==> src/rtl/pcs_rx_pkg.sv <==
// pcs receive decode definitions
package pcs_rx_pkg;

    // vector types
    typedef logic [65:0] coded_block_t;   // sync header, block type, payload
    typedef logic [63:0] cgmii_data_t;    // lane 0 in bits 63:56
    typedef logic [7:0]  cgmii_ctrl_t;    // bit 7 is lane 0
    typedef logic [3:0]  r_type_t;        // one-hot D S C T or zero for error
    typedef logic [6:0]  pcs_char_t;      // 7-bit control character

    typedef struct packed {
        cgmii_data_t data;
        cgmii_ctrl_t ctrl;
        r_type_t     r_type;
    } decoded_block_s;

    typedef enum logic [2:0] {
        RX_INIT,
        RX_C,
        RX_D,
        RX_T,
        RX_E
    } rx_state_e;

    // sync headers
    localparam logic [1:0] DATA_SH = 2'b01;
    localparam logic [1:0] CTRL_SH = 2'b10;

    // block type field
    localparam logic [7:0] BTYPE_CTRL  = 8'h1E;
    localparam logic [7:0] BTYPE_S     = 8'h78;
    localparam logic [7:0] BTYPE_ORDER = 8'h4B;
    localparam logic [7:0] BTYPE_T0    = 8'h87;
    localparam logic [7:0] BTYPE_T1    = 8'h99;
    localparam logic [7:0] BTYPE_T2    = 8'hAA;
    localparam logic [7:0] BTYPE_T3    = 8'hB4;
    localparam logic [7:0] BTYPE_T4    = 8'hCC;
    localparam logic [7:0] BTYPE_T5    = 8'hD2;
    localparam logic [7:0] BTYPE_T6    = 8'hE1;
    localparam logic [7:0] BTYPE_T7    = 8'hFF;

    // cgmii characters
    localparam logic [7:0] CGMII_IDLE      = 8'h07;
    localparam logic [7:0] CGMII_START     = 8'hFB;
    localparam logic [7:0] CGMII_TERMINATE = 8'hFD;
    localparam logic [7:0] CGMII_ERROR     = 8'hFE;
    localparam logic [7:0] CGMII_Q         = 8'h9C;
    localparam logic [7:0] CGMII_FSIG      = 8'h5C;

    // pcs control characters and ordered set O codes
    localparam pcs_char_t  PCS_IDLE    = 7'h00;
    localparam pcs_char_t  PCS_ERROR   = 7'h1E;
    localparam logic [3:0] O_CODE_Q    = 4'h0;
    localparam logic [3:0] O_CODE_FSIG = 4'hF;

    // r_type codes
    localparam r_type_t RTYPE_E = 4'b0000;
    localparam r_type_t RTYPE_D = 4'b1000;
    localparam r_type_t RTYPE_S = 4'b0100;
    localparam r_type_t RTYPE_C = 4'b0010;
    localparam r_type_t RTYPE_T = 4'b0001;

    // control patterns
    localparam cgmii_ctrl_t CTRL_ALL   = 8'b1111_1111;
    localparam cgmii_ctrl_t CTRL_NONE  = 8'b0000_0000;
    localparam cgmii_ctrl_t CTRL_LANE0 = 8'b1000_0000;  // start and ordered sets

    // block lock
    localparam int LOCK_GOOD_COUNT = 64;
    localparam int LOCK_WINDOW     = 64;
    localparam int LOCK_BAD_LIMIT  = 16;

    typedef logic [$clog2(LOCK_WINDOW):0] lock_cnt_t;

    // local fault ordered set
    localparam cgmii_data_t LF_DATA = 64'h9C00_0001_0000_0000;
    localparam cgmii_ctrl_t LF_CTRL = 8'b1000_0000;

endpackage

==> src/rtl/decoder_comparator.sv <==
// 64b/66b block decoder
`timescale 1ns/1ps

module decoder_comparator
(
    input  logic                       i_clock,
    input  logic                       i_rst_n,
    input  logic                       i_enable,
    input  pcs_rx_pkg::coded_block_t   i_rx_coded,
    output pcs_rx_pkg::decoded_block_s o_decoded,
    output logic                       o_valid
);

    import pcs_rx_pkg::*;

    logic [1:0]     sync_hdr;
    logic [7:0]     block_type;
    logic [55:0]    payload;
    logic [3:0]     o_code;       // ordered set code after D1..D3
    cgmii_data_t    term_data;    // payload bytes moved up to lane 0
    logic [7:0]     char_ok;      // bit 7 is char 0
    cgmii_data_t    char_map;     // chars mapped in lane positions
    logic           is_term;
    logic [2:0]     term_pos;     // lane holding the terminate
    logic [7:0]     trail_mask;   // lanes after the terminate
    decoded_block_s dec_n;

    // idle maps to idle, anything else comes out as error
    function automatic logic [7:0] pcs_to_cgmii(input pcs_char_t pcs);
        if (pcs == PCS_IDLE)
        begin
            return CGMII_IDLE;
        end
        return CGMII_ERROR;
    endfunction

    assign sync_hdr   = i_rx_coded[65:64];
    assign block_type = i_rx_coded[63:56];
    assign payload    = i_rx_coded[55:0];
    assign o_code     = payload[31:28];
    assign term_data  = {payload, 8'h00};

    // seven-bit chars sit at the bottom of the payload, char 7 in bits 6:0
    always_comb
    begin
        for (int k = 0; k < 8; k++)
        begin
            char_ok[7-k] = (payload[55-7*k -: 7] == PCS_IDLE) ||
                           (payload[55-7*k -: 7] == PCS_ERROR);
            char_map[63-8*k -: 8] = pcs_to_cgmii(payload[55-7*k -: 7]);
        end
    end

    always_comb
    begin
        is_term  = 1'b1;
        term_pos = 3'd0;
        case (block_type)
            BTYPE_T0: term_pos = 3'd0;
            BTYPE_T1: term_pos = 3'd1;
            BTYPE_T2: term_pos = 3'd2;
            BTYPE_T3: term_pos = 3'd3;
            BTYPE_T4: term_pos = 3'd4;
            BTYPE_T5: term_pos = 3'd5;
            BTYPE_T6: term_pos = 3'd6;
            BTYPE_T7: term_pos = 3'd7;
            default:  is_term  = 1'b0;
        endcase
    end

    assign trail_mask = 8'hFF >> (term_pos + 4'd1);  // empty for T7

    always_comb
    begin
        // illegal block unless one of the checks below passes
        dec_n.data   = {8{CGMII_ERROR}};
        dec_n.ctrl   = CTRL_ALL;
        dec_n.r_type = RTYPE_E;

        if (sync_hdr == DATA_SH)
        begin
            dec_n.data   = i_rx_coded[63:0];
            dec_n.ctrl   = CTRL_NONE;
            dec_n.r_type = RTYPE_D;
        end
        else if (sync_hdr == CTRL_SH)
        begin
            if (block_type == BTYPE_CTRL && payload == {8{PCS_IDLE}})
            begin
                dec_n.data   = {8{CGMII_IDLE}};
                dec_n.ctrl   = CTRL_ALL;
                dec_n.r_type = RTYPE_C;
            end
            else if (block_type == BTYPE_S)
            begin
                dec_n.data   = {CGMII_START, payload};
                dec_n.ctrl   = CTRL_LANE0;
                dec_n.r_type = RTYPE_S;
            end
            else if (block_type == BTYPE_ORDER && payload[27:0] == '0 &&
                     (o_code == O_CODE_Q || o_code == O_CODE_FSIG))
            begin
                // lanes 4..7 carry zero data
                dec_n.data   = {(o_code == O_CODE_Q) ? CGMII_Q : CGMII_FSIG,
                                payload[55:32], 32'h0};
                dec_n.ctrl   = CTRL_LANE0;
                dec_n.r_type = RTYPE_C;
            end
            else if (is_term && (char_ok & trail_mask) == trail_mask)
            begin
                for (int k = 0; k < 8; k++)
                begin
                    if (k < term_pos)
                        dec_n.data[63-8*k -: 8] = term_data[63-8*k -: 8];
                    else if (k == term_pos)
                        dec_n.data[63-8*k -: 8] = CGMII_TERMINATE;
                    else
                        dec_n.data[63-8*k -: 8] = char_map[63-8*k -: 8];
                end
                dec_n.ctrl   = CTRL_ALL >> term_pos;  // terminate lane and after
                dec_n.r_type = RTYPE_T;
            end
        end
    end

    always_ff @(posedge i_clock or negedge i_rst_n)
    begin
        if (!i_rst_n)
            o_valid <= 1'b0;
        else
            o_valid <= i_enable;
    end

    always_ff @(posedge i_clock)
    begin
        if (i_enable)
            o_decoded <= dec_n;
    end

endmodule

==> src/rtl/block_lock.sv <==
// sync header block lock
`timescale 1ns/1ps

module block_lock
(
    input  logic       i_clock,
    input  logic       i_rst_n,
    input  logic       i_enable,
    input  logic [1:0] i_sync_header,
    output logic       o_block_lock
);

    import pcs_rx_pkg::*;

    logic      hdr_ok;
    lock_cnt_t good_cnt;   // consecutive good headers while unlocked
    lock_cnt_t win_cnt;    // position in the loss window
    lock_cnt_t bad_cnt;    // bad headers seen in this window
    lock_cnt_t bad_next;

    assign hdr_ok   = (i_sync_header == DATA_SH) || (i_sync_header == CTRL_SH);
    assign bad_next = bad_cnt + lock_cnt_t'(!hdr_ok);

    always_ff @(posedge i_clock or negedge i_rst_n)
    begin
        if (!i_rst_n)
        begin
            o_block_lock <= 1'b0;
            good_cnt     <= '0;
            win_cnt      <= '0;
            bad_cnt      <= '0;
        end
        else if (i_enable)
        begin
            if (!o_block_lock)
            begin
                win_cnt <= '0;
                bad_cnt <= '0;
                if (!hdr_ok)
                    good_cnt <= '0;  // start over
                else if (good_cnt == lock_cnt_t'(LOCK_GOOD_COUNT - 1))
                begin
                    o_block_lock <= 1'b1;
                    good_cnt     <= '0;
                end
                else
                    good_cnt <= good_cnt + 1'b1;
            end
            else if (bad_next == lock_cnt_t'(LOCK_BAD_LIMIT))
            begin
                o_block_lock <= 1'b0;  // too many bad headers
                win_cnt      <= '0;
                bad_cnt      <= '0;
            end
            else if (win_cnt == lock_cnt_t'(LOCK_WINDOW - 1))
            begin
                win_cnt <= '0;  // window done, lock kept
                bad_cnt <= '0;
            end
            else
            begin
                win_cnt <= win_cnt + 1'b1;
                bad_cnt <= bad_next;
            end
        end
    end

endmodule

==> src/rtl/rx_decode_fsm.sv <==
// receive decode state machine
`timescale 1ns/1ps

module rx_decode_fsm
(
    input  logic                       i_clock,
    input  logic                       i_rst_n,
    input  pcs_rx_pkg::decoded_block_s i_decoded,
    input  logic                       i_valid,
    input  logic                       i_block_lock,
    output pcs_rx_pkg::cgmii_data_t    o_rx_data,
    output pcs_rx_pkg::cgmii_ctrl_t    o_rx_ctrl,
    output logic                       o_rx_valid
);

    import pcs_rx_pkg::*;

    rx_state_e   state;
    rx_state_e   state_n;
    cgmii_data_t data_n;
    cgmii_ctrl_t ctrl_n;

    // next state from the current block type
    always_comb
    begin
        state_n = RX_INIT;  // no lock
        if (i_block_lock)
        begin
            case (state)
                RX_INIT, RX_C, RX_T:
                begin
                    case (i_decoded.r_type)
                        RTYPE_C: state_n = RX_C;
                        RTYPE_S: state_n = RX_D;
                        default: state_n = RX_E;
                    endcase
                end
                RX_D:
                begin
                    case (i_decoded.r_type)
                        RTYPE_D: state_n = RX_D;
                        RTYPE_T: state_n = RX_T;
                        default: state_n = RX_E;
                    endcase
                end
                default:
                begin
                    // leave E on any legal block except a start
                    case (i_decoded.r_type)
                        RTYPE_C: state_n = RX_C;
                        RTYPE_D: state_n = RX_D;
                        RTYPE_T: state_n = RX_T;
                        default: state_n = RX_E;
                    endcase
                end
            endcase
        end
    end

    always_comb
    begin
        if (!i_block_lock)
        begin
            data_n = LF_DATA;
            ctrl_n = LF_CTRL;
        end
        else if (state_n == RX_E)
        begin
            data_n = {8{CGMII_ERROR}};  // replace the offending block
            ctrl_n = CTRL_ALL;
        end
        else
        begin
            data_n = i_decoded.data;
            ctrl_n = i_decoded.ctrl;
        end
    end

    always_ff @(posedge i_clock or negedge i_rst_n)
    begin
        if (!i_rst_n)
        begin
            state      <= RX_INIT;
            o_rx_data  <= LF_DATA;
            o_rx_ctrl  <= LF_CTRL;
            o_rx_valid <= 1'b0;
        end
        else
        begin
            o_rx_valid <= i_valid;
            if (i_valid)
            begin
                state     <= state_n;
                o_rx_data <= data_n;
                o_rx_ctrl <= ctrl_n;
            end
        end
    end

endmodule

==> src/rtl/pcs_rx_decode.sv <==
// pcs receive decode top
`timescale 1ns/1ps

module pcs_rx_decode
(
    input  logic                     i_clock,
    input  logic                     i_rst_n,
    input  logic                     i_enable,
    input  pcs_rx_pkg::coded_block_t i_rx_coded,
    output pcs_rx_pkg::cgmii_data_t  o_rx_data,
    output pcs_rx_pkg::cgmii_ctrl_t  o_rx_ctrl,
    output logic                     o_rx_valid,
    output logic                     o_block_lock
);

    import pcs_rx_pkg::*;

    decoded_block_s decoded;
    logic           decoded_valid;
    logic [1:0]     sync_header;

    assign sync_header = i_rx_coded[65:64];

    decoder_comparator u_decoder (
        .i_clock    (i_clock),
        .i_rst_n    (i_rst_n),
        .i_enable   (i_enable),
        .i_rx_coded (i_rx_coded),
        .o_decoded  (decoded),
        .o_valid    (decoded_valid)
    );

    block_lock u_block_lock (
        .i_clock       (i_clock),
        .i_rst_n       (i_rst_n),
        .i_enable      (i_enable),
        .i_sync_header (sync_header),
        .o_block_lock  (o_block_lock)  // also sampled by the fsm
    );

    rx_decode_fsm u_fsm (
        .i_clock      (i_clock),
        .i_rst_n      (i_rst_n),
        .i_decoded    (decoded),
        .i_valid      (decoded_valid),
        .i_block_lock (o_block_lock),
        .o_rx_data    (o_rx_data),
        .o_rx_ctrl    (o_rx_ctrl),
        .o_rx_valid   (o_rx_valid)
    );

endmodule

==> config.mk <==
export PLATFORM = sky130hd
export DESIGN_NAME = pcs_rx_decode
export DESIGN_NICKNAME = d
export VERILOG_FILES = /design/src/rtl/pcs_rx_pkg.sv /design/src/rtl/decoder_comparator.sv /design/src/rtl/block_lock.sv /design/src/rtl/rx_decode_fsm.sv /design/src/rtl/pcs_rx_decode.sv
export SDC_FILE = /design/constraint.sdc
export NUM_CORES = 1
export LEC_CHECK = 0
export BUFFER_PORTS_ARGS = -buffer_cell sky130_fd_sc_hd__buf_2
export CAP_MARGIN = 25
export CELL_PAD_IN_SITES_DETAIL_PLACEMENT = 1
export CELL_PAD_IN_SITES_GLOBAL_PLACEMENT = 2
export CORE_ASPECT_RATIO = 0.75
export CORE_UTILIZATION = 36
export DETAILED_ROUTE_END_ITERATION = 8
export MAX_ROUTING_LAYER = met4
export PLACE_DENSITY_LB_ADDON = 0.1
export RECOVER_POWER = 25
export SLEW_MARGIN = 5
export SYNTH_ARGS = -nofsm -noshare
export SYNTH_HDL_FRONTEND = slang
export SYNTH_SLANG_ARGS = --single-unit
==> constraint.sdc <==
create_clock -name i_clock -period 2.8 [get_ports i_clock]
set_input_delay 0.56 -clock i_clock [delete_from_list [all_inputs] [get_ports i_clock]]
set_output_delay 0.56 -clock i_clock [all_outputs]
set_load 0.01 [all_outputs]
==> qor.json, run 1 <==
{
  "outcome": {"value": "finished, final reports clean"},
  "p_switching": {"value": 1460, "unit": "uW"},
  "floorplan.core_area": {"value": 25000, "unit": "um2"},
  "postSynth.asyncResetShare": {"value": 56.6, "unit": "%"},
  "synth-edff-count": {"value": 76},
  "cts.clk_slew.worst_paths": {"value": 0.07, "unit": "ns"},
  "yosys.area.top_type_share": {"value": 25.3, "unit": "%"},
  "final.setup.tns": {"value": 0, "unit": "ns"},
  "pwr-share-clk": {"value": 42.4, "unit": "%"},
  "wire_length_of_the_first_global_routing_pass": {"value": 49900, "unit": "um"},
  "final_layout_size_suffix_gt1_share": {"value": 28.3, "unit": "%"},
  "cts_setup_buffers": {"value": 0},
  "intPower": {"value": 4430, "unit": "uW"},
  "routed_wire_length_per_instance": {"value": 20.5, "unit": "um"},
  "pin_count_of_the_biggest_net_entering_global_routing": {"value": 74},
  "holdCritPathClass": {"value": "input port to asynchronous set/reset pin"},
  "synth.distinct_cells": {"value": 76},
  "insertion_delay": {"value": 0.45, "unit": "ns"},
  "grt_overflow": {"value": 0},
  "cts_htree_levels": {"value": 4},
  "achievable-frequency": {"value": 0.361, "unit": "GHz"},
  "rsz0062_at_grt": {"value": "false"},
  "maxCapViolations": {"value": 0},
  "fp.dieW": {"value": 187, "unit": "um"},
  "drtPass1Iterations": {"value": 5},
  "power_density": {"value": 501, "unit": "nW/um2"},
  "tritoncts": {"value": "done"},
  "post-route-drc-count": {"value": 0},
  "cts_hold_buffers": {"value": 0},
  "report.final.hold_viol_count": {"value": 0},
  "finalClockSkew": {"value": 0.00815, "unit": "ns"},
  "dr_total_vias": {"value": 8339},
  "synth.net_count": {"value": 1030},
  "timing.critical_path.fanout_max": {"value": 5},
  "tritoncts_num_sinks": {"value": 175},
  "synth-warning-count": {"value": 0},
  "synthesized_instance_count": {"value": 955},
  "ys_ff_latch": {"value": 175},
  "ff2ff_path_depth": {"value": 8},
  "ys_seq_area_share": {"value": 51.8, "unit": "%"},
  "timing.final.ws_setup": {"value": 0.0320, "unit": "ns"},
  "antenna_violating_nets_post_route": {"value": 0},
  "endpoint_required_time_on_the_critical_path": {"value": 3.12, "unit": "ns"},
  "power.share.combinational": {"value": 9.1, "unit": "%"},
  "p_leak": {"value": 0.00492, "unit": "uW"},
  "final_hpwl_from_detailed_placement": {"value": 24200, "unit": "um"},
  "nFillCells": {"value": 2908},
  "die-area": {"value": 26200, "unit": "um2"},
  "non_filler_cells_in_the_finished_layout": {"value": 1542},
  "critical_path.endpoint_type": {"value": "flop"},
  "timing.final.max_slew_violations": {"value": 0},
  "finalSetupViolations": {"value": 0},
  "seq_power_share": {"value": 48.4, "unit": "%"},
  "synth.most_common_cell": {"value": "o21ai_0"},
  "worst-slew-pin-transition": {"value": 1.38, "unit": "ns"},
  "syn-cell-area": {"value": 9200, "unit": "um2"},
  "cts-buffers-inserted": {"value": 17},
  "place_ws": {"value": -0.388, "unit": "ns"},
  "crit_type": {"value": "input port to flop"},
  "synth_largest_area_cell": {"value": "dfrtp_1"},
  "worstSetupStartpointType": {"value": "input port"},
  "final_net_count": {"value": 1265},
  "placementRows": {"value": 50},
  "area_delta_synth_final": {"value": 27.8, "unit": "%"},
  "yosys-top-cells-area": {"value": "dfrtp_1 (25%), edfxtp_1 (25%), o21ai_0 (6.2%), o211ai_1 (5.6%), inv_1 (4.0%)"},
  "maxSlewHeadroom": {"value": 8.25, "unit": "%"},
  "first_iter_violations": {"value": 661},
  "number_of_antenna_violations_at_the_first_check_in_global_routing": {"value": 1},
  "syn_avg_cell_area": {"value": 9.63, "unit": "um2"},
  "floorplan.io_pins": {"value": 143},
  "clock-root-buffer": {"value": "clkbuf_16"},
  "wirelength": {"value": 31600, "unit": "um"},
  "fin_crit": {"value": 2.77, "unit": "ns"},
  "vdd_drop_max": {"value": 0.421, "unit": "mV"},
  "die_height": {"value": 140, "unit": "um"},
  "numPortBuffers": {"value": 142},
  "post_drt_via_cell_ratio": {"value": 5.41},
  "grt_usage": {"value": 25.7, "unit": "%"},
  "grt_pass1_vias": {"value": 8335},
  "floorplan.initialDensity": {"value": 36.8, "unit": "%"},
  "synthFlopType": {"value": "dfrtp_1"},
  "power_switching_share": {"value": 24.8, "unit": "%"},
  "synth.cells.most_frequent": {"value": "o21ai_0 (114), inv_1 (97), dfrtp_1 (93)"},
  "period_share": {"value": 98.9, "unit": "%"},
  "routabilityCongestion": {"value": 0.913},
  "total_design_power": {"value": 5890, "unit": "uW"},
  "critical_path_arrival": {"value": 3.09, "unit": "ns"},
  "clockBufferDepth": {"value": 2},
  "cts_repair_resize_count": {"value": 0},
  "placedCellCount": {"value": 1509}
}
==> worst paths after layout <==
| check | startpoint | endpoint | slack, ns |
|---|---|---|---|
| worst min register to register | u_decoder.o_decoded[70] | u_fsm.o_rx_data[58] | 0.49 |
| min in group i_clock | i_rx_coded[19] | u_decoder.o_decoded[39] | 0.46 |
| worst max-delay path | i_rx_coded[29] | u_decoder.o_decoded[70] | 0.03 |
| max in group asynchronous | i_rst_n | u_fsm.o_rx_data[25] | 0.82 |
| worst min-delay path | i_rst_n | u_block_lock.good_cnt[4] | 0.39 |
| worst max register to register | u_block_lock.bad_cnt[0] | u_block_lock.win_cnt[2] | 0.52 |
==> cell type report <==
| type | count | area [um2] | area share, % |
|---|---|---|---|
| Antenna cell | 1 | 2.50 | 0.0213 |
| Clock inverter | 8 | 100 | 0.852 |
| Tap cell | 338 | 423 | 3.60 |
| Clock buffer | 24 | 504 | 4.29 |
| Multi-Input combinational cell | 615 | 3770 | 32.1 |
| Inverter | 99 | 372 | 3.16 |
| Timing Repair Buffer | 282 | 1810 | 15.4 |
| Sequential cell | 175 | 4770 | 40.6 |
==> per-stage QoR <==
step	hold slack (ns)	utilization, %	area [um2]
2_1_floorplan	0.264	-	9200
3_3_place_gp	0.473	44.7	11200
3_5_place_dp	0.478	44.7	11200
4_1_cts	0.160	47.1	11800
5_1_grt	0.449	47.0	11800
6_report	0.390	47.0	11800
==> cells by family (layout without fill, tap and decap cells) <==
family	after synthesis	after routing	share of synthesized area, %
flip-flops	175	175	51.8
other	0	1	0
multiplexers	4	4	0.435
AND/OR/NAND/NOR	282	282	16.3
XOR/XNOR	7	7	0.667
buffers and inverters	165	413	7.32
adder cells (fa/ha/maj)	6	6	0.816
AO/OA/AOI/OAI	316	316	22.6
==> cells in the final DEF, fill, tap and decap left out, types with 26 or more instances in the layout <==
master / netlist / routed
a21oi_1: 26 / 26
buf_2: 7 / 140
buf_4: 2 / 130
dfrtp_1: 93 / 91
edfxtp_1: 76 / 76
inv_1: 97 / 97
nand2_1: 69 / 69
nand3_1: 28 / 28
nor2_1: 68 / 68
o211ai_1: 68 / 68
o21ai_0: 114 / 114
==> per-layer routing <==
layer  wire [um]  vias up  global-route usage (%)  part of all wire (%)
met2       13300      238                    35.1                    42
met5           0        -                       -                     0
met3        1760       22                    4.76                   5.6
met1       16200     4101                    38.7                    51
met4         333        0                    5.91                   1.1
li1            -     3978                       -                     -
==> state kept, by name (all words and copies together), names as in the netlist <==
register and count:
u_decoder.o_valid 1, u_block_lock.bad_cnt 7, u_fsm.o_rx_data 64, u_decoder.o_decoded 76, u_fsm.o_rx_valid 1, u_fsm.state 3, u_block_lock.good_cnt 7, u_block_lock.o_block_lock 1
u_block_lock.win_cnt 7, u_fsm.o_rx_ctrl 8
==> critical path: stages <==
cell	delay [ns]
buf_2	0.10
or4_4	0.57
or4_4	0.46
nor4_1	0.28
and2_2	0.25
buf_4	0.14
nor2_1	0.08
a311oi_1	0.47
buf_4	0.18
==> power groups by stage <==
stage               Clock [uW]  Combinational (uW)  Sequential [uW]
finish                    2500                 538             2850
global placement             0                 536             2900
floorplan                    0                 224             2860
CTS                       2560                 544             2850
detailed placement           0                 543             2900
global route              2640                 587             2860
(Power assumes the default switching activity.)
==> run 2, diff against run 1 <==
--- a/config.mk
+++ b/config.mk
@@ -10,7 +10,7 @@
 export CELL_PAD_IN_SITES_DETAIL_PLACEMENT = 1
 export CELL_PAD_IN_SITES_GLOBAL_PLACEMENT = 2
 export CORE_ASPECT_RATIO = 0.75
-export CORE_UTILIZATION = 36
+export CORE_UTILIZATION = 37
 export DETAILED_ROUTE_END_ITERATION = 8
 export MAX_ROUTING_LAYER = met4
 export PLACE_DENSITY_LB_ADDON = 0.1
@@ -18,4 +18,5 @@
 export SLEW_MARGIN = 5
 export SYNTH_ARGS = -nofsm -noshare
 export SYNTH_HDL_FRONTEND = slang
+export SYNTH_HIERARCHICAL = 1
 export SYNTH_SLANG_ARGS = --single-unit
==> run 2 against run 1 <==
Against the previous run: sequential power hardly changed; maximum frequency up 3.1%; clock-buffer cell count is 7 lower; final cell count down 12%; clock skew up 0.0023 ns; hold slack gained 0.056 ns; sequential share of layout area increased by 1.5 points; register-to-register slack lost 0.07 ns; utilization grew 1.8 points; power shrank 3.0%; global-route usage up 2.7 points.
==> qor.json, run 2 <==
{
  "dr_total_vias": {"value": 7903, "change": "-5.2%"},
  "power_switching_share": {"value": 26.2, "unit": "%", "change": "+1.4 points"},
  "intPower": {"value": 4220, "unit": "uW", "change": "-4.7%"},
  "seq_power_share": {"value": 49.7, "unit": "%", "change": "+1.3 points"},
  "path_delay_family": {"value": "simple AND/OR/NAND/NOR gates"},
  "synth_largest_area_cell": {"value": "dfrtp_1"},
  "synthFlopType": {"value": "dfrtp_1"},
  "maxCapViolations": {"value": 0, "change": "unchanged"},
  "synth-warning-count": {"value": 6, "change": "+6"},
  "floorplan.initialDensity": {"value": 38.0, "unit": "%", "change": "+1.3 points"},
  "pwr-share-clk": {"value": 41.9, "unit": "%", "change": "-0.5 points"},
  "worstPathCellList": {"value": "buf_2 -> or4_1 -> or4_4 -> nor4_4 -> buf_4 -> o211ai_1 -> buf_4 -> inv_1 -> a211oi_1"},
  "total_design_power": {"value": 5710, "unit": "uW", "change": "-3.0%"},
  "power_density": {"value": 504, "unit": "nW/um2", "change": "+0.68%"},
  "placementRows": {"value": 48, "change": "-4.0%"},
  "power.share.combinational": {"value": 8.4, "unit": "%", "change": "-0.7 points"},
  "outcome": {"value": "finished, final reports clean"},
  "p_leak": {"value": 0.00500, "unit": "uW", "change": "+1.7%"},
  "grt_usage": {"value": 28.4, "unit": "%", "change": "+2.7 points"},
  "clock-root-buffer": {"value": "clkbuf_16"},
  "yosys-top-cells-area": {"value": "dfrtp_1 (26%), edfxtp_1 (26%), a221o_1 (6.7%), o21ai_0 (3.7%), a21oi_1 (2.8%)"},
  "period_share": {"value": 95.9, "unit": "%", "change": "-3.0 points"},
  "cts-buffers-inserted": {"value": 17, "change": "unchanged"},
  "worst-slew-pin-transition": {"value": 1.27, "unit": "ns", "change": "-0.104 ns"},
  "fin_crit": {"value": 2.68, "unit": "ns", "change": "-0.0835 ns"},
  "drtPass1Iterations": {"value": 5, "change": "unchanged"},
  "synthesized_instance_count": {"value": 796, "change": "-17%"},
  "final_cell_mix": {"value": "buf_2 (140), buf_4 (128), dfrtp_1 (93), edfxtp_1 (76), o21ai_0 (65)"},
  "post-route-drc-count": {"value": 0, "change": "unchanged"},
  "floorplan.io_pins": {"value": 143, "change": "unchanged"},
  "use_met1": {"value": 42.7, "unit": "%", "change": "+4.0 points"},
  "pin_count_of_the_biggest_net_entering_global_routing": {"value": 52, "change": "-30%"},
  "critPathMaxStageDelay": {"value": 0.61, "unit": "ns", "change": "+0.04 ns"},
  "tritoncts_num_sinks": {"value": 175, "change": "unchanged"},
  "ys_seq_area_share": {"value": 53.9, "unit": "%", "change": "+2.1 points"},
  "critical_path.endpoint_type": {"value": "flop"},
  "cts_setup_buffers": {"value": 0, "change": "unchanged"},
  "timing.critical_path.fanout_max": {"value": 13, "change": "+8"},
  "finalClockSkew": {"value": 0.0105, "unit": "ns", "change": "+0.00232 ns"},
  "synth.cells.most_frequent": {"value": "dfrtp_1 (93), edfxtp_1 (76), o21ai_0 (65)"},
  "cts_htree_levels": {"value": 4, "change": "unchanged"},
  "number_of_antenna_violations_at_the_first_check_in_global_routing": {"value": 1, "change": "unchanged"},
  "wire_length_of_the_first_global_routing_pass": {"value": 50300, "unit": "um", "change": "+0.83%"},
  "final_layout_size_suffix_gt1_share": {"value": 33.3, "unit": "%", "change": "+5.0 points"},
  "cts.clk_slew.worst_paths": {"value": 0.07, "unit": "ns", "change": "about the same"},
  "multi_input_gate_area": {"value": 3640, "unit": "um2", "change": "-3.4%"},
  "finalSetupViolations": {"value": 0, "change": "unchanged"},
  "p_switching": {"value": 1500, "unit": "uW", "change": "+2.4%"},
  "path_buf_inv": {"value": 4, "change": "+1"},
  "placedCellCount": {"value": 1323, "change": "-12%"},
  "synth.most_common_cell": {"value": "dfrtp_1"},
  "maxSlewHeadroom": {"value": 15.2, "unit": "%", "change": "+6.9 points"},
  "critical_path.most_common_cell": {"value": "buf_4"},
  "numPortBuffers": {"value": 142, "change": "unchanged"},
  "routed_wire_length_per_instance": {"value": 24.3, "unit": "um", "change": "+19%"},
  "die-area": {"value": 24500, "unit": "um2", "change": "-6.4%"},
  "post_drt_via_cell_ratio": {"value": 5.82, "change": "+7.7%"},
  "timing.final.max_slew_violations": {"value": 0, "change": "unchanged"},
  "report.final.hold_viol_count": {"value": 0, "change": "unchanged"},
  "clockBufferDepth": {"value": 2, "change": "unchanged"},
  "ff_latch_area": {"value": 4770, "unit": "um2", "change": "-0.10%"},
  "regMostFlops": {"value": "u_decoder/o_decoded"},
  "floorplan.core_area": {"value": 23200, "unit": "um2", "change": "-7.1%"},
  "grt.busiest_layer": {"value": "met1"},
  "cpMaxStageDelayCell": {"value": "or4_1"},
  "rsz0062_at_grt": {"value": "false"},
  "ys_ff_latch": {"value": 175, "change": "unchanged"},
  "postSynth.asyncResetShare": {"value": 56.6, "unit": "%", "change": "unchanged"},
  "syn_avg_cell_area": {"value": 11.1, "unit": "um2", "change": "+15%"},
  "final_net_count": {"value": 1117, "change": "-12%"},
  "endpoint_required_time_on_the_critical_path": {"value": 2.98, "unit": "ns", "change": "-0.14 ns"},
  "area_delta_synth_final": {"value": 28.1, "unit": "%"},
  "grt_overflow": {"value": 0, "change": "unchanged"},
  "fp.dieW": {"value": 181, "unit": "um", "change": "-3.2%"},
  "synth.distinct_cells": {"value": 85, "change": "+12%"},
  "vdd_drop_max": {"value": 0.402, "unit": "mV", "change": "-4.6%"},
  "layout_commonest_cell": {"value": "buf_2"},
  "final_hpwl_from_detailed_placement": {"value": 25500, "unit": "um", "change": "+5.4%"},
  "synth-edff-count": {"value": 76, "change": "unchanged"},
  "holdCritPathClass": {"value": "input port to flop"},
  "achievable-frequency": {"value": 0.373, "unit": "GHz", "change": "+3.1%"},
  "largest_register_ff_count": {"value": 76, "change": "unchanged"},
  "synth.net_count": {"value": 870, "change": "-16%"},
  "syn-cell-area": {"value": 8840, "unit": "um2", "change": "-3.8%"},
  "non_filler_cells_in_the_finished_layout": {"value": 1357, "change": "-12%"},
  "largest_registers": {"value": "u_decoder/o_decoded: 76 flops, u_fsm/o_rx_data: 64 flops, u_fsm/o_rx_ctrl: 8 flops"},
  "routabilityCongestion": {"value": 0.960, "change": "+5.1%"},
  "first_iter_violations": {"value": 474, "change": "-28%"},
  "nFillCells": {"value": 2557, "change": "-12%"},
  "critical_path_arrival": {"value": 2.86, "unit": "ns", "change": "-0.23 ns"},
  "grt_pass1_vias": {"value": 8049, "change": "-3.4%"},
  "yosys.area.top_type_share": {"value": 26.3, "unit": "%", "change": "+1.0 points"},
  "antenna_violating_nets_post_route": {"value": 0, "change": "unchanged"},
  "global_route.usage.met3": {"value": 4.21, "unit": "%", "change": "-0.55 points"},
  "worstSetupStartpointType": {"value": "input port"},
  "die_height": {"value": 136, "unit": "um", "change": "-3.2%"},
  "insertion_delay": {"value": 0.44, "unit": "ns", "change": "about the same"},
  "tritoncts": {"value": "done"},
  "crit_type": {"value": "input port to flop"},
  "wirelength": {"value": 33000, "unit": "um", "change": "+4.5%"},
  "grt.met2_usage": {"value": 40.1, "unit": "%", "change": "+4.9 points"}
}
## run 2: cell count changes in the layout (fill, tap and decap cells not counted), moves of 7 or more
cell and change:
nor2_1 -30, nand2_1 -25, a221o_1 +55, o21a_1 +9, o21ai_0 -49, and4_1 +7, nor4_1 +9, o2bb2ai_1 +12
a21oi_1 +24, inv_1 -61, o211ai_1 -63, a31oi_1 -11, nand4_1 -10
## run 2: logic make-up (layout without fill, tap and decap cells)
kind of cell	after synthesis	count (layout)	share of synthesized area [%]
buffers and inverters	92	352	4.94
and+or+nand+nor	215	215	14.2
AOI/OAI and AO/OA	294	294	24.5
DFF	175	175	53.9
muxes	10	10	1.19
adders and majority gates	5	5	0.707
xor gates and xnor gates	5	5	0.495
other	0	1	0
## run 2: final cells by class
cell class / instances / area share [%]
multi-input cells: 529 / 32.1
diodes: 1 / 0.0221
inverters: 40 / 1.35
flip-flops and latches: 175 / 42.1
clock buffers: 17 / 3.76
clock inverters: 15 / 1.31
repair buffers: 280 / 16.0
well taps: 300 / 3.31
## run 2: path summary, 6_finish.rpt
kind                                            endpoint                    start  slack, ns  depth (start not counted)
max in group asynchronous            u_fsm/o_rx_data[63]                  i_rst_n       1.01                          3
worst max register to register   u_block_lock/win_cnt[3]  u_block_lock/bad_cnt[0]       0.45                          7
worst max-delay path             u_decoder/o_decoded[33]           i_rx_coded[28]       0.12                          9
min in group asynchronous       u_block_lock/good_cnt[6]                  i_rst_n       0.76                          2
worst min-delay path             u_decoder/o_decoded[18]            i_rx_coded[6]       0.45                          2
worst min register to register       u_fsm/o_rx_data[59]  u_decoder/o_decoded[71]       0.47                          1
## run 2: repair_timing
action	in CTS	in global routing
endpoints found under the hold margin	13	0
resized for setup	0	0
hold buffers	1	0
## run 2: metrics by stage
step | setup slack [ns] | setup TNS, ns | util, % | hold slack (ns) | area [um2]
floorplan | 0.0108 | 0 | - | 0.264 | 8840
CTS | 0.157 | 0 | 48.8 | 0.428 | 11400
global placement | -0.266 | -10.21 | 46.3 | 0.426 | 10800
global route | 0.0599 | 0 | 48.7 | 0.440 | 11300
detailed placement | -0.304 | -12.40 | 46.3 | 0.430 | 10800
finish | 0.115 | 0 | 48.7 | 0.447 | 11300
## run 2: layer usage
layer	wire [um]	vias up	share of wire, %
li1	-	3635	-
met3	1400	22	4.2
met1	17200	4031	52
met2	14100	215	43
met5	0	-	0
met4	386	0	1.2
## run 2: power by group through the flow
stage,clock [uW],combinational [uW],sequential [uW]
after global placement,0,467,2880
after CTS,2450,486,2840
after floorplan,0,175,2860
final,2390,482,2840
after detailed placement,0,482,2890
after global routing,2530,522,2850
==> run 3, diff against run 2 <==
--- a/config.mk
+++ b/config.mk
@@ -12,6 +12,7 @@
 export CORE_ASPECT_RATIO = 0.75
 export CORE_UTILIZATION = 37
 export DETAILED_ROUTE_END_ITERATION = 8
+export GPL_TIMING_DRIVEN = 0
 export MAX_ROUTING_LAYER = met4
 export PLACE_DENSITY_LB_ADDON = 0.1
 export RECOVER_POWER = 25
==> run 3 against run 2 <==
Against the previous run: the run now ends with negative setup slack left; worst setup slack lost 0.12 ns; final cell count shrank 5.2%; clock-buffer cell count is the same; hold slack lost 0.087 ns; register-to-register slack lost 0.18 ns; first-iteration DRC count shrank 16%; maximum frequency shrank 4.4%; combinational power shrank 7.9%; critical endpoint is now u_decoder/o_decoded[70].
==> qor.json, run 3 (same netlist as run 2, synthesis figures left out) <==
{
  "grt.met2_usage": {"value": 39.4, "unit": "%", "change": "-0.69 points"},
  "grt_pass1_vias": {"value": 7816, "change": "-2.9%"},
  "insertion_delay": {"value": 0.45, "unit": "ns", "change": "about the same"},
  "critical_path.endpoint_type": {"value": "flop"},
  "final.setup.tns": {"value": -0.00789, "unit": "ns", "change": "-0.00789 ns"},
  "grt.busiest_layer": {"value": "met1"},
  "largest_registers": {"value": "u_decoder/o_decoded: 76 flops, u_fsm/o_rx_data: 64 flops, u_fsm/o_rx_ctrl: 8 flops"},
  "vdd_drop_max": {"value": 0.423, "unit": "mV", "change": "+5.3%"},
  "non_filler_cells_in_the_finished_layout": {"value": 1287, "change": "-5.2%"},
  "placementRows": {"value": 48, "change": "unchanged"},
  "post-route-drc-count": {"value": 0, "change": "unchanged"},
  "maxSlewHeadroom": {"value": 11.6, "unit": "%", "change": "-3.6 points"},
  "finalClockSkew": {"value": 0.0111, "unit": "ns", "change": "+0.000609 ns"},
  "placed_area": {"value": 9970, "unit": "um2", "change": "-7.4%"},
  "finish.instance_area": {"value": 10900, "unit": "um2", "change": "-3.5%"},
  "global_route.usage.met3": {"value": 4.10, "unit": "%", "change": "-0.11 points"},
  "critical_path_cell_count": {"value": 9, "change": "unchanged"},
  "worst-slew-pin-transition": {"value": 1.33, "unit": "ns", "change": "+0.0538 ns"},
  "tritoncts_num_sinks": {"value": 175, "change": "unchanged"},
  "period_share": {"value": 100, "unit": "%", "change": "+4.4 points"},
  "rr_endpoint": {"value": "u_fsm/o_rx_data[5]"},
  "place_ws": {"value": -1.20, "unit": "ns", "change": "-0.893 ns"},
  "dr_total_vias": {"value": 7793, "change": "-1.4%"},
  "number_of_antenna_violations_at_the_first_check_in_global_routing": {"value": 3, "change": "+2"},
  "die-area": {"value": 24500, "unit": "um2", "change": "unchanged"},
  "critical_path.endpoint": {"value": "u_decoder/o_decoded[70]"},
  "critPathMaxStageDelay": {"value": 0.37, "unit": "ns", "change": "-0.24 ns"},
  "routabilityCongestion": {"value": 0.882, "change": "-8.2%"},
  "worstSetupStartpointType": {"value": "input port"},
  "final_cell_mix": {"value": "buf_2 (145), dfrtp_1 (93), edfxtp_1 (76), a221o_1 (59), o21ai_0 (57)"},
  "final_layout_size_suffix_gt1_share": {"value": 29.4, "unit": "%", "change": "-3.9 points"},
  "timing.final.max_slew_violations": {"value": 0, "change": "unchanged"},
  "critical_path.most_common_cell": {"value": "buf_2"},
  "path_buf_inv": {"value": 3, "change": "-1"},
  "timing.hold.ws": {"value": 0.359, "unit": "ns", "change": "-0.0874 ns"},
  "timing.final.ws_setup": {"value": -0.00789, "unit": "ns", "change": "-0.123 ns"},
  "largest_register_ff_count": {"value": 76, "change": "unchanged"},
  "grt_usage": {"value": 27.4, "unit": "%", "change": "-1.0 points"},
  "report.final.hold_viol_count": {"value": 0, "change": "unchanged"},
  "final_net_count": {"value": 1046, "change": "-6.4%"},
  "floorplan.initialDensity": {"value": 38.0, "unit": "%", "change": "unchanged"},
  "achievable-frequency": {"value": 0.356, "unit": "GHz", "change": "-4.4%"},
  "floorplan.core_area": {"value": 23200, "unit": "um2", "change": "unchanged"},
  "antenna_violating_nets_post_route": {"value": 0, "change": "unchanged"},
  "clockBufferDepth": {"value": 2, "change": "unchanged"},
  "final_hpwl_from_detailed_placement": {"value": 24300, "unit": "um", "change": "-4.9%"},
  "pin_count_of_the_biggest_net_entering_global_routing": {"value": 53, "change": "+1.9%"},
  "path_delay_family": {"value": "compound AO/OA/AOI/OAI gates"},
  "first_iter_violations": {"value": 400, "change": "-16%"},
  "crit_type": {"value": "input port to flop"},
  "fp.dieW": {"value": 181, "unit": "um", "change": "unchanged"},
  "p_leak": {"value": 0.00461, "unit": "uW", "change": "-7.7%"},
  "endpoint_required_time_on_the_critical_path": {"value": 3.05, "unit": "ns", "change": "+0.07 ns"},
  "outcome": {"value": "finished with violations"},
  "tritoncts": {"value": "done"},
  "numPortBuffers": {"value": 137, "change": "-3.5%"},
  "cts.clk_slew.worst_paths": {"value": 0.07, "unit": "ns", "change": "about the same"},
  "nFillCells": {"value": 2556, "change": "-0.039%"},
  "fin_crit": {"value": 2.81, "unit": "ns", "change": "+0.123 ns"},
  "cts-buffers-inserted": {"value": 17, "change": "unchanged"},
  "use_met1": {"value": 39.7, "unit": "%", "change": "-2.9 points"},
  "worst_r2r_startpoint": {"value": "u_decoder/o_valid"},
  "holdCritPathClass": {"value": "input port to asynchronous set/reset pin"},
  "wirelength": {"value": 32200, "unit": "um", "change": "-2.5%"},
  "floorplan.io_pins": {"value": 143, "change": "unchanged"},
  "routed_wire_length_per_instance": {"value": 25.0, "unit": "um", "change": "+2.8%"},
  "beginning_of_the_critical_path": {"value": "i_rx_coded[59]"},
  "power_density": {"value": 517, "unit": "nW/um2", "change": "+2.5%"},
  "regMostFlops": {"value": "u_decoder/o_decoded"},
  "layout_commonest_cell": {"value": "buf_2"},
  "wire_length_of_the_first_global_routing_pass": {"value": 48200, "unit": "um", "change": "-4.0%"},
  "cpMaxStageDelayCell": {"value": "a2bb2oi_4"},
  "reg2reg_setup_slack": {"value": 0.27, "unit": "ns", "change": "-0.18 ns"},
  "drtPass1Iterations": {"value": 5, "change": "unchanged"},
  "critical_path_arrival": {"value": 3.05, "unit": "ns", "change": "+0.19 ns"},
  "violations": {"value": "negative setup slack"},
  "grt_overflow": {"value": 0, "change": "unchanged"},
  "area_delta_synth_final": {"value": 23.6, "unit": "%"},
  "ff2ff_path_depth": {"value": 5, "change": "-2"},
  "timing.critical_path.fanout_max": {"value": 10, "change": "-3"},
  "post_drt_via_cell_ratio": {"value": 6.06, "change": "+4.0%"},
  "clock-root-buffer": {"value": "clkbuf_16"},
  "cts_htree_levels": {"value": 4, "change": "unchanged"},
  "die_height": {"value": 136, "unit": "um", "change": "unchanged"},
  "finalSetupViolations": {"value": 1, "change": "+1"},
  "maxCapViolations": {"value": 0, "change": "unchanged"},
  "placedCellCount": {"value": 1236, "change": "-6.6%"},
  "worstPathCellList": {"value": "buf_2 -> and4bb_1 -> a2bb2oi_4 -> clkbuf_2 -> nand4_1 -> a21oi_1 -> nor3_1 -> buf_2 -> a22oi_1"}
}
-- run 3: cell types whose count changed in the layout (fill, tap and decap cells not counted), moves of 5 or more --
cell and delta:
buf_4 -110, nor4_2 +6, buf_2 +5, o21ai_1 +7, o21ai_0 -8, nor4_1 -9, buf_6 +13, clkbuf_1 +17
buf_12 -5
-- run 3: metal layers --
| metal | vias to the layer above | part of all wire [%] |
|---|---|---|
| li1 | 3499 | - |
| met1 | 3999 | 50 |
| met2 | 255 | 44 |
| met3 | 40 | 4.9 |
| met4 | 0 | 1.8 |
| met5 | - | 0 |
-- run 3: worst min-delay path by stage --
stage / end / slack (ns)
2_1_floorplan: u_block_lock/bad_cnt[0] / 0.26
3_3_place_gp: u_fsm/o_rx_valid / 0.36
3_5_place_dp: u_fsm/o_rx_valid / 0.36
4_1_cts: u_block_lock/bad_cnt[4] / 0.16
5_1_grt: u_fsm/o_rx_valid / 0.41
6_report: u_block_lock/bad_cnt[4] / 0.36
-- run 3: power breakdown --
part	leakage, uW	total, uW	internal, uW	switching, uW
clock network	0.000288	2390	1200	1190
registers	0.00211	2820	2780	39.8
logic	0.00221	444	132	312
-- run 3: what timing repair did --
action,CTS,global route
buffers inserted,5,11
gates cloned,0,1
hold buffers,0,0
resized for setup,36,35
pin swaps,3,9
setup endpoints to repair,75,53
-- run 3: layout make-up --
class                           count  area [um2]  share of cell area (%)
Buffer                             52         318                    2.91
Clock inverter                     15         168                    1.53
Inverter                           40         158                    1.44
Sequential cell                   175        4770                    43.6
Timing Repair Buffer              157         852                    7.79
Antenna cell                        2        5.00                  0.0458
Clock buffer                       17         425                    3.89
Tap cell                          300         375                    3.43
Multi-Input combinational cell    529        3870                    35.4
-- run 3: per-stage QoR --
step / util (%) / power (uW)
after global routing: 47.0 / 5840
after detailed placement: 42.9 / 3290
final: 47.0 / 5660
after global placement: 42.6 / 3260
after floorplan: - / 3030
after CTS: 46.2 / 5710
